**src/logic/pipePkg.sv**
```systemverilog
package pipePkg;

    // Register number, one bit wider than the 3-bit instruction fields
    // The extra bit lets NO_REG name a register that no instruction can read
    typedef logic [3:0] regId_t;
    typedef logic [4:0] opcode_t;
    typedef logic [15:0] pc_t;
    typedef logic [15:0] instr_t;

    // Opcodes that the decoder and the hazard unit single out
    localparam opcode_t OP_HALT = 5'b00000;
    localparam opcode_t OP_NOP = 5'b00001;
    localparam opcode_t OP_JMP = 5'b00100;
    localparam opcode_t OP_JAL = 5'b00110;
    localparam opcode_t OP_ST = 5'b10000;
    localparam opcode_t OP_LD = 5'b10001;
    localparam opcode_t OP_SLBI = 5'b10010;
    localparam opcode_t OP_STU = 5'b10011;
    localparam opcode_t OP_LBI = 5'b11000;
    localparam opcode_t OP_BTR = 5'b11001;

    // Class prefixes, compared against opcode bits 4..2
    localparam logic [2:0] JUMP_CLASS = 3'b001;
    localparam logic [2:0] BRANCH_CLASS = 3'b011;

    // Destination of an instruction that writes no register
    localparam regId_t NO_REG = 4'h8;

    // Metadata of one instruction as it moves down the pipeline
    // The all-zero record is a bubble and is recognized by its zero PC
    typedef struct packed {
        opcode_t opcode;
        pc_t     pc;
        regId_t  readReg1;
        regId_t  readReg2;
        regId_t  writeReg;
        logic    ignoreReg1;
        logic    ignoreReg2;
        logic    memRead;
    } stageRec_t;

    // Forwarding selects for the two EX operands and the store data at MEM
    typedef struct packed {
        logic exExReg1;
        logic exExReg2;
        logic memExReg1;
        logic memExReg2;
        logic memMem;
    } forwardSel_t;

endpackage

```
**src/logic/hazardDetect.sv**
```systemverilog
`timescale 1ns/100ps

module hazardDetect import pipePkg::*; (
    input  logic        clk,
    input  logic        reset,
    input  opcode_t     fetchOpcode,
    input  stageRec_t   ifId,
    input  stageRec_t   idEx,
    input  stageRec_t   exMem,
    input  stageRec_t   memWb,
    output logic        pcWriteDisable,
    output logic        ifIdWriteDisable,
    output logic        exNop,
    output logic        fetchNop,
    output forwardSel_t forward
);

    logic idExValid;
    logic exMemValid;
    logic memWbValid;
    logic rawIdExReg1;
    logic rawIdExReg2;
    logic rawIdEx;
    logic ifIdIsStore;
    logic fwdCovers;
    logic dataHazard;
    logic controlHazard;
    logic fetchNopNext;

    // Jumps and branches both redirect the PC late in the pipe
    function automatic logic isControl(input opcode_t op);
        return (op[4:2] == JUMP_CLASS) | (op[4:2] == BRANCH_CLASS);
    endfunction

    // A stage with PC zero holds a bubble
    assign idExValid = |idEx.pc;
    assign exMemValid = |exMem.pc;
    assign memWbValid = |memWb.pc;

    // EX to EX forwarding, impossible when the producer is a load still in MEM
    assign forward.exExReg1 = idExValid & exMemValid & ~idEx.ignoreReg1 & ~exMem.memRead &
                              (idEx.readReg1 == exMem.writeReg);
    assign forward.exExReg2 = idExValid & exMemValid & ~idEx.ignoreReg2 & ~exMem.memRead &
                              (idEx.readReg2 == exMem.writeReg);

    // MEM/WB result into an EX operand
    assign forward.memExReg1 = idExValid & memWbValid & ~idEx.ignoreReg1 &
                               (idEx.readReg1 == memWb.writeReg);
    assign forward.memExReg2 = idExValid & memWbValid & ~idEx.ignoreReg2 &
                               (idEx.readReg2 == memWb.writeReg);

    // Load result straight into the data of a following store, e.g. LD R1 then ST R1
    assign forward.memMem = exMemValid & memWbValid & ~exMem.ignoreReg2 &
                            (exMem.readReg2 == memWb.writeReg);

    // Instruction in decode reads what the instruction in execute will write
    assign rawIdExReg1 = ~ifId.ignoreReg1 & (ifId.readReg1 == idEx.writeReg);
    assign rawIdExReg2 = ~ifId.ignoreReg2 & (ifId.readReg2 == idEx.writeReg);
    assign rawIdEx = idExValid & (rawIdExReg1 | rawIdExReg2);

    assign ifIdIsStore = (ifId.opcode == OP_ST) | (ifId.opcode == OP_STU);

    // A RAW on EX/MEM is always served by MEM to EX forwarding one cycle later
    // A RAW on ID/EX is served by EX to EX forwarding unless the producer is a load
    // Store data behind a load is still fine, MEM to MEM forwarding picks it up
    assign fwdCovers = ~idEx.memRead | (ifIdIsStore & ~rawIdExReg1);

    // So only a load-use pair stalls, and for exactly one cycle
    assign dataHazard = ~reset & rawIdEx & ~fwdCovers;

    assign controlHazard = isControl(fetchOpcode) | isControl(ifId.opcode) |
                           isControl(idEx.opcode) | isControl(exMem.opcode);

    // HALT freezes the PC so nothing past the program end gets fetched
    assign pcWriteDisable = dataHazard | controlHazard | (fetchOpcode == OP_HALT);

    // Stalled decode instruction waits in IF/ID while a bubble goes to execute
    assign ifIdWriteDisable = dataHazard;
    assign exNop = dataHazard;

    // Fetch turns into a NOP while a jump or branch is in flight
    // During a stall this only happens once fetch already holds a NOP
    assign fetchNopNext = (controlHazard & ~dataHazard) |
                          (controlHazard & dataHazard & (fetchOpcode == OP_NOP));

    // The request acts on the next fetch, hence the register
    always_ff @(posedge clk) begin
        if (reset) begin
            fetchNop <= 1'b0;
        end else begin
            fetchNop <= fetchNopNext;
        end
    end

endmodule

```
**src/logic/instrDecode.sv**
```systemverilog
`timescale 1ns/100ps

module instrDecode import pipePkg::*; (
    input  instr_t    instr,
    input  pc_t       pc,
    output stageRec_t rec
);

    opcode_t opcode;
    logic    isImm;
    logic    isJump;
    logic    isBranch;
    logic    isRType;
    logic    isLoad;
    logic    isLbi;
    logic    isSlbi;
    logic    isNop;
    logic    isHalt;

    assign opcode = instr[15:11];

    // Immediate forms carry their destination in bits 7..5
    // Loads are immediate-offset too, so they fall into this group
    assign isImm = (opcode[4:2] == 3'b010) | (opcode[4:2] == 3'b101) | (opcode == OP_LD);

    assign isJump = opcode[4:2] == JUMP_CLASS;
    assign isBranch = opcode[4:2] == BRANCH_CLASS;

    // The two register-register opcodes 11010 and 11011
    assign isRType = opcode[4:1] == 4'b1101;

    assign isLoad = opcode == OP_LD;
    assign isLbi = opcode == OP_LBI;
    assign isSlbi = opcode == OP_SLBI;
    assign isNop = opcode == OP_NOP;
    assign isHalt = opcode == OP_HALT;

    always_comb begin
        rec = '0;
        rec.opcode = opcode;
        rec.pc = pc;
        // Source fields are always extracted, the ignore flags say if they are real
        rec.readReg1 = {1'b0, instr[10:8]};
        rec.readReg2 = {1'b0, instr[7:5]};
        rec.memRead = isLoad;

        // Destination field depends on the instruction class
        if (isRType) begin
            rec.writeReg = {1'b0, instr[4:2]};
        end else if (isImm) begin
            rec.writeReg = {1'b0, instr[7:5]};
        end else if (isLbi | isSlbi) begin
            rec.writeReg = {1'b0, instr[10:8]};
        end else if (opcode == OP_JAL) begin
            // JAL links into R7
            rec.writeReg = 4'd7;
        end else begin
            rec.writeReg = NO_REG;
        end

        // Bits 10..8 are no register for JMP, JAL, LBI, NOP and HALT
        rec.ignoreReg1 = (opcode == OP_JMP) | (opcode == OP_JAL) | isLbi | isNop | isHalt;

        // Bits 7..5 hold immediate bits for jumps, branches and immediate forms
        // BTR and the byte loads have only one source as well
        rec.ignoreReg2 = isJump | isBranch | isLbi | isSlbi | (opcode == OP_BTR) | isNop |
                         isHalt | isImm;
    end

endmodule

```
**src/logic/pipelineControl.sv**
```systemverilog
`timescale 1ns/100ps

module pipelineControl import pipePkg::*; #(
    parameter pc_t RESET_PC = 16'h0002
) (
    input  logic        clk,
    input  logic        reset,
    input  instr_t      fetchInstr,
    input  pc_t         fetchPc,
    output logic        pcWriteDisable,
    output forwardSel_t forward
);

    // Record of the word currently on the fetch bus
    stageRec_t fetchRec;

    // Latch contents as the datapath would hold them
    stageRec_t ifId;
    stageRec_t idEx;
    stageRec_t exMem;
    stageRec_t memWb;

    // Fetch opcode after NOP insertion
    opcode_t fetchOpcode;

    // Feedback from the hazard unit into the latches
    logic ifIdWriteDisable;
    logic exNop;
    logic fetchNop;

    instrDecode instrDecode_i (
        .instr (fetchInstr),
        .pc    (fetchPc),
        .rec   (fetchRec)
    );

    stageTrack #(
        .RESET_PC (RESET_PC)
    ) stageTrack_i (
        .clk              (clk),
        .reset            (reset),
        .fetchRec         (fetchRec),
        .ifIdWriteDisable (ifIdWriteDisable),
        .exNop            (exNop),
        .fetchNop         (fetchNop),
        .fetchOpcode      (fetchOpcode),
        .ifId             (ifId),
        .idEx             (idEx),
        .exMem            (exMem),
        .memWb            (memWb)
    );

    // Stall, bubble and fetch-NOP outputs feed back into the tracker
    hazardDetect hazardDetect_i (
        .clk              (clk),
        .reset            (reset),
        .fetchOpcode      (fetchOpcode),
        .ifId             (ifId),
        .idEx             (idEx),
        .exMem            (exMem),
        .memWb            (memWb),
        .pcWriteDisable   (pcWriteDisable),
        .ifIdWriteDisable (ifIdWriteDisable),
        .exNop            (exNop),
        .fetchNop         (fetchNop),
        .forward          (forward)
    );

endmodule

```
**src/logic/stageTrack.sv**
```systemverilog
`timescale 1ns/100ps

module stageTrack import pipePkg::*; #(
    parameter pc_t RESET_PC = 16'h0002
) (
    input  logic      clk,
    input  logic      reset,
    input  stageRec_t fetchRec,
    input  logic      ifIdWriteDisable,
    input  logic      exNop,
    input  logic      fetchNop,
    output opcode_t   fetchOpcode,
    output stageRec_t ifId,
    output stageRec_t idEx,
    output stageRec_t exMem,
    output stageRec_t memWb
);

    // Builds the record of a NOP that the fetch stage inserts
    // It reads nothing and writes nothing, but keeps a real PC
    function automatic stageRec_t nopRec(input pc_t pc);
        stageRec_t rec;
        rec = '0;
        rec.opcode = OP_NOP;
        rec.pc = pc;
        rec.writeReg = NO_REG;
        rec.ignoreReg1 = 1'b1;
        rec.ignoreReg2 = 1'b1;
        return rec;
    endfunction

    // While fetchNop is high the fetch stage really holds a NOP
    // The hazard unit must see that opcode, not the word on the bus
    assign fetchOpcode = fetchNop ? OP_NOP : fetchRec.opcode;

    always_ff @(posedge clk) begin
        if (reset) begin
            // IF/ID starts with a NOP at the reset PC
            ifId <= nopRec(RESET_PC);
            idEx <= '0;
            exMem <= '0;
            memWb <= '0;
        end else begin
            // A stalled IF/ID keeps its instruction for the next try
            if (!ifIdWriteDisable) begin
                if (fetchNop) begin
                    ifId <= nopRec(fetchRec.pc);
                end else begin
                    ifId <= fetchRec;
                end
            end

            // A bubble enters execute in place of the stalled instruction
            if (exNop) begin
                idEx <= '0;
            end else begin
                idEx <= ifId;
            end

            // The older stages never stall
            exMem <= idEx;
            memWb <= exMem;
        end
    end

endmodule

```
**config.mk**
```make
export PLATFORM = sky130hd
export DESIGN_NAME = pipelineControl
export DESIGN_NICKNAME = d
export VERILOG_FILES = /design/src/logic/pipePkg.sv /design/src/logic/hazardDetect.sv /design/src/logic/instrDecode.sv /design/src/logic/pipelineControl.sv /design/src/logic/stageTrack.sv
export SDC_FILE = /design/constraint.sdc
export NUM_CORES = 1
export LEC_CHECK = 0
export ABC_AREA = 1
export BUFFER_PORTS_ARGS = -buffer_cell sky130_fd_sc_hd__buf_2
export CORE_AREA = 2 2 150 93
export CTS_BUF_LIST = sky130_fd_sc_hd__clkbuf_4 sky130_fd_sc_hd__clkbuf_8
export DETAILED_ROUTE_END_ITERATION = 8
export DIE_AREA = 0 0 152 95
export PLACE_DENSITY = 0.73
export SLEW_MARGIN = 10
export SYNTH_ARGS = -nofsm -noshare
export SYNTH_HDL_FRONTEND = slang
export SYNTH_HIERARCHICAL = 1
export SYNTH_SLANG_ARGS = --single-unit
```
**constraint.sdc**
```tcl
create_clock -name clk -period 2.17 [get_ports clk]
set_clock_uncertainty 0.05 [all_clocks]
set_input_delay 0.3255 -clock clk [delete_from_list [all_inputs] [get_ports clk]]
set_output_delay 0.3255 -clock clk [all_outputs]
set_load 0.005 [all_outputs]
```
==> flow_summary.json <==
{
  "layout.cell_area.non_filler_mm2": 0.00549,
  "cts_root_buf": "sky130_fd_sc_hd__clkbuf_8",
  "wl_per_cell_um": 10.2,
  "cts.sink_count": 118,
  "internal_power_mw": 3.45,
  "clock_power_share": 0.410,
  "initial_core_util": 0.379,
  "vias_per_cell": 4.13,
  "worst_hold_path.num_cells": 3,
  "placementRows": 33,
  "antenna_violating_nets_post_route": 0,
  "leakagePower_nw": 2.32,
  "seq_power_share": 0.499,
  "grt_first_pass_wirelength_mm": 14.7,
  "final_net_count": 677,
  "share_comb_of_total_power": 0.090,
  "yosysWarningCount": 6,
  "layout_worst_path_cycle_share": 0.956,
  "worstRegToRegCells": 10,
  "grt_antenna_before_repair": 0,
  "drv_cap": 0,
  "sw_frac_of_total": 0.259,
  "min_to": "stageTrack_i/ifId[16]$_SDFFE_PP1N_",
  "final_util": 0.414,
  "ctsLongestPathBuffers": 2,
  "portBuffers": 37,
  "drcViolationCount": 0,
  "critical_path.max_fanout": 9,
  "initialDrtViolationCount": 262,
  "setup.worst_path.start_class": "register",
  "final-seq-area_mm2": 0.00236,
  "cts_post_setup_buffers_inserted": 0,
  "hold_path.startpoint": "fetchPc[1]",
  "arrival_ns": 1.70,
  "cts_tree": "built",
  "finalWorstSetupSlack_ns": 0.0960,
  "syn_inst": 635,
  "die_x_um": 152,
  "relSlewSlack": 0.589,
  "finalHoldWorstSlack_ns": 0.0554,
  "layoutNonFillerInstCount": 831,
  "post-route-min-period_ns": 2.07,
  "net-switching-power_mw": 1.20,
  "place_hpwl_mm": 6.09,
  "clkLatencyLatePin_ns": 0.43,
  "post-place-ws_ns": 0.0779,
  "fp.dieArea_mm2": 0.0144,
  "timing_max_transition_violations_final": 0,
  "flow.area_growth_from_synthesis_pct": 9.14,
  "wl_mm": 8.47,
  "critical_path.reg2reg.endpoint": "stageTrack_i/idEx[2]$_SDFF_PP0_",
  "total_power_divided_by_cell_area_mw_per_mm2": 847,
  "fmax_achieved_mhz": 482,
  "required_time_reported_for_the_critical_path_endpoint_ns": 1.79,
  "timing.reg2reg.setup_slack_ns": 0.22,
  "setup.worst_path.class": "register to primary output",
  "status": "completed",
  "drive_gt1_frac": 0.207,
  "instance_count_after_placement_with_tap_cells_included": 799,
  "design.portCount": 40,
  "power.ir.vdd_worst_mv": 0.549,
  "maximum_number_of_pins_on_one_net_before_global_route_repair": 65,
  "global_route.usage.total": 0.129,
  "timing_worst_slew_pin_value_ns": 0.617,
  "totalNegativeSetupSlack_ns": 0,
  "dpl_cell_area_mm2": 0.00509,
  "gpl.final_weighted_congestion": 0.830,
  "setup_violations": 0,
  "worstSetupEndpointType": "primary output",
  "antenna_cells_inserted": 0,
  "multiInputGateArea_mm2": 0.00182,
  "first_pass_iters": 4,
  "tritoncts.num_buffers": 17,
  "postSynthAreaPerCell_um2": 7.92,
  "detailroute.via_count": 3434,
  "clkSlewWorstSetupHoldPaths_ns": 0.08,
  "gr-total-overflow": 0,
  "dieHeight_um": 95,
  "p_total_mw": 4.65,
  "hold_violations": 0,
  "worstHoldPathType": "primary input to register",
  "floorplan_core_area_mm2": 0.0133,
  "netlist_area_mm2": 0.00503,
  "first_global_vias": 3148,
  "worst_r2r_startpoint": "stageTrack_i/ifId[33]$_SDFFE_PP0N_",
  "filler_cell_count": 1329,
  "rsz0062_at_grt": "true",
  "htree_levels": 4
}
[placed cells by master, fill, tap and decap left out, types with 3 or more instances in the layout]
cell and count:
sky130_fd_sc_hd__a21oi_1 33, sky130_fd_sc_hd__buf_2 37, sky130_fd_sc_hd__buf_4 5, sky130_fd_sc_hd__clkbuf_8 17, sky130_fd_sc_hd__clkinv_2 4, sky130_fd_sc_hd__clkinv_4 4
sky130_fd_sc_hd__clkinvlp_4 3, sky130_fd_sc_hd__dfxtp_1 117, sky130_fd_sc_hd__inv_1 112, sky130_fd_sc_hd__inv_2 7, sky130_fd_sc_hd__nand2_1 74, sky130_fd_sc_hd__nand2_2 8
sky130_fd_sc_hd__nand3_1 6, sky130_fd_sc_hd__nand3_2 4, sky130_fd_sc_hd__nand4_1 11, sky130_fd_sc_hd__nor2_1 107, sky130_fd_sc_hd__nor2_2 6, sky130_fd_sc_hd__nor2_4 29
sky130_fd_sc_hd__nor4_1 7, sky130_fd_sc_hd__o21ai_0 25, sky130_fd_sc_hd__o22ai_1 4, sky130_fd_sc_hd__xnor2_1 9, sky130_fd_sc_hd__xor2_1 3
[flip-flops by register name, indices dropped and copies added (netlist names)]
| register | flops |
|---|---|
| hazardDetect_i/fetchNop | 1 |
| stageTrack_i/exMem | 28 |
| stageTrack_i/idEx | 33 |
| stageTrack_i/ifId | 36 |
| stageTrack_i/memWb | 20 |
[worst max path at each step]
stage / start / to / slack (ns)
5_1_grt: hazardDetect_i/fetchNop$_SDFF_PP0_ / pcWriteDisable / -0.1
4_1_cts: hazardDetect_i/fetchNop$_SDFF_PP0_ / pcWriteDisable / 0.02
6_report: hazardDetect_i/fetchNop$_SDFF_PP0_ / pcWriteDisable / 0.1
2_1_floorplan: stageTrack_i/idEx[4]$_SDFF_PP0_ / stageTrack_i/ifId[11]$_SDFFE_PP0N_ / 0.50
3_3_place_gp: stageTrack_i/ifId[33]$_SDFFE_PP0N_ / stageTrack_i/ifId[5]$_SDFFE_PP0N_ / 0.18
3_5_place_dp: stageTrack_i/ifId[33]$_SDFFE_PP0N_ / stageTrack_i/ifId[5]$_SDFFE_PP0N_ / 0.08
[power by group through the flow]
stage | logic (mW) | registers (mW) | clock network [mW]
after detailed placement | 0.420 | 2.37 | 0
after floorplan | 0.361 | 2.35 | 0
after global placement | 0.413 | 2.37 | 0
after CTS | 0.423 | 2.32 | 1.96
final | 0.421 | 2.32 | 1.91
after global routing | 0.479 | 2.33 | 2.07
[area by class of cell]
cell class / count / area share
timing repair buffer: 43 / 0.0443
inverter: 119 / 0.0814
tap: 175 / 0.0399
clock buffer: 17 / 0.0427
clock inverter: 15 / 0.0283
sequential: 118 / 0.431
multi-input combinational: 344 / 0.333
[routing by layer]
metal,track usage,share of wire,routed length (um)
met1,0.183,0.56,4770
met3,0.0509,0.045,384
met4,0.0421,0.011,89
met5,0,0,0
met2,0.178,0.38,3220
[what timing repair did]
item,4_1_cts,5_1_grt
endpoints found under the setup margin,1,11
hold buffers,0,0
hold endpoints to repair,0,0
resized for setup,1,2
cloned,0,0
[worst max-delay path: stages (launching register included)]
cell	delay, ns
sky130_fd_sc_hd__dfxtp_2	0.37
sky130_fd_sc_hd__nor2_2	0.14
sky130_fd_sc_hd__inv_1	0.08
sky130_fd_sc_hd__nand2_1	0.07
sky130_fd_sc_hd__o21ai_0	0.08
sky130_fd_sc_hd__nor2_1	0.14
sky130_fd_sc_hd__o21ai_0	0.10
sky130_fd_sc_hd__a21o_1	0.16
sky130_fd_sc_hd__buf_2	0.12
(Power assumes the default switching activity.)
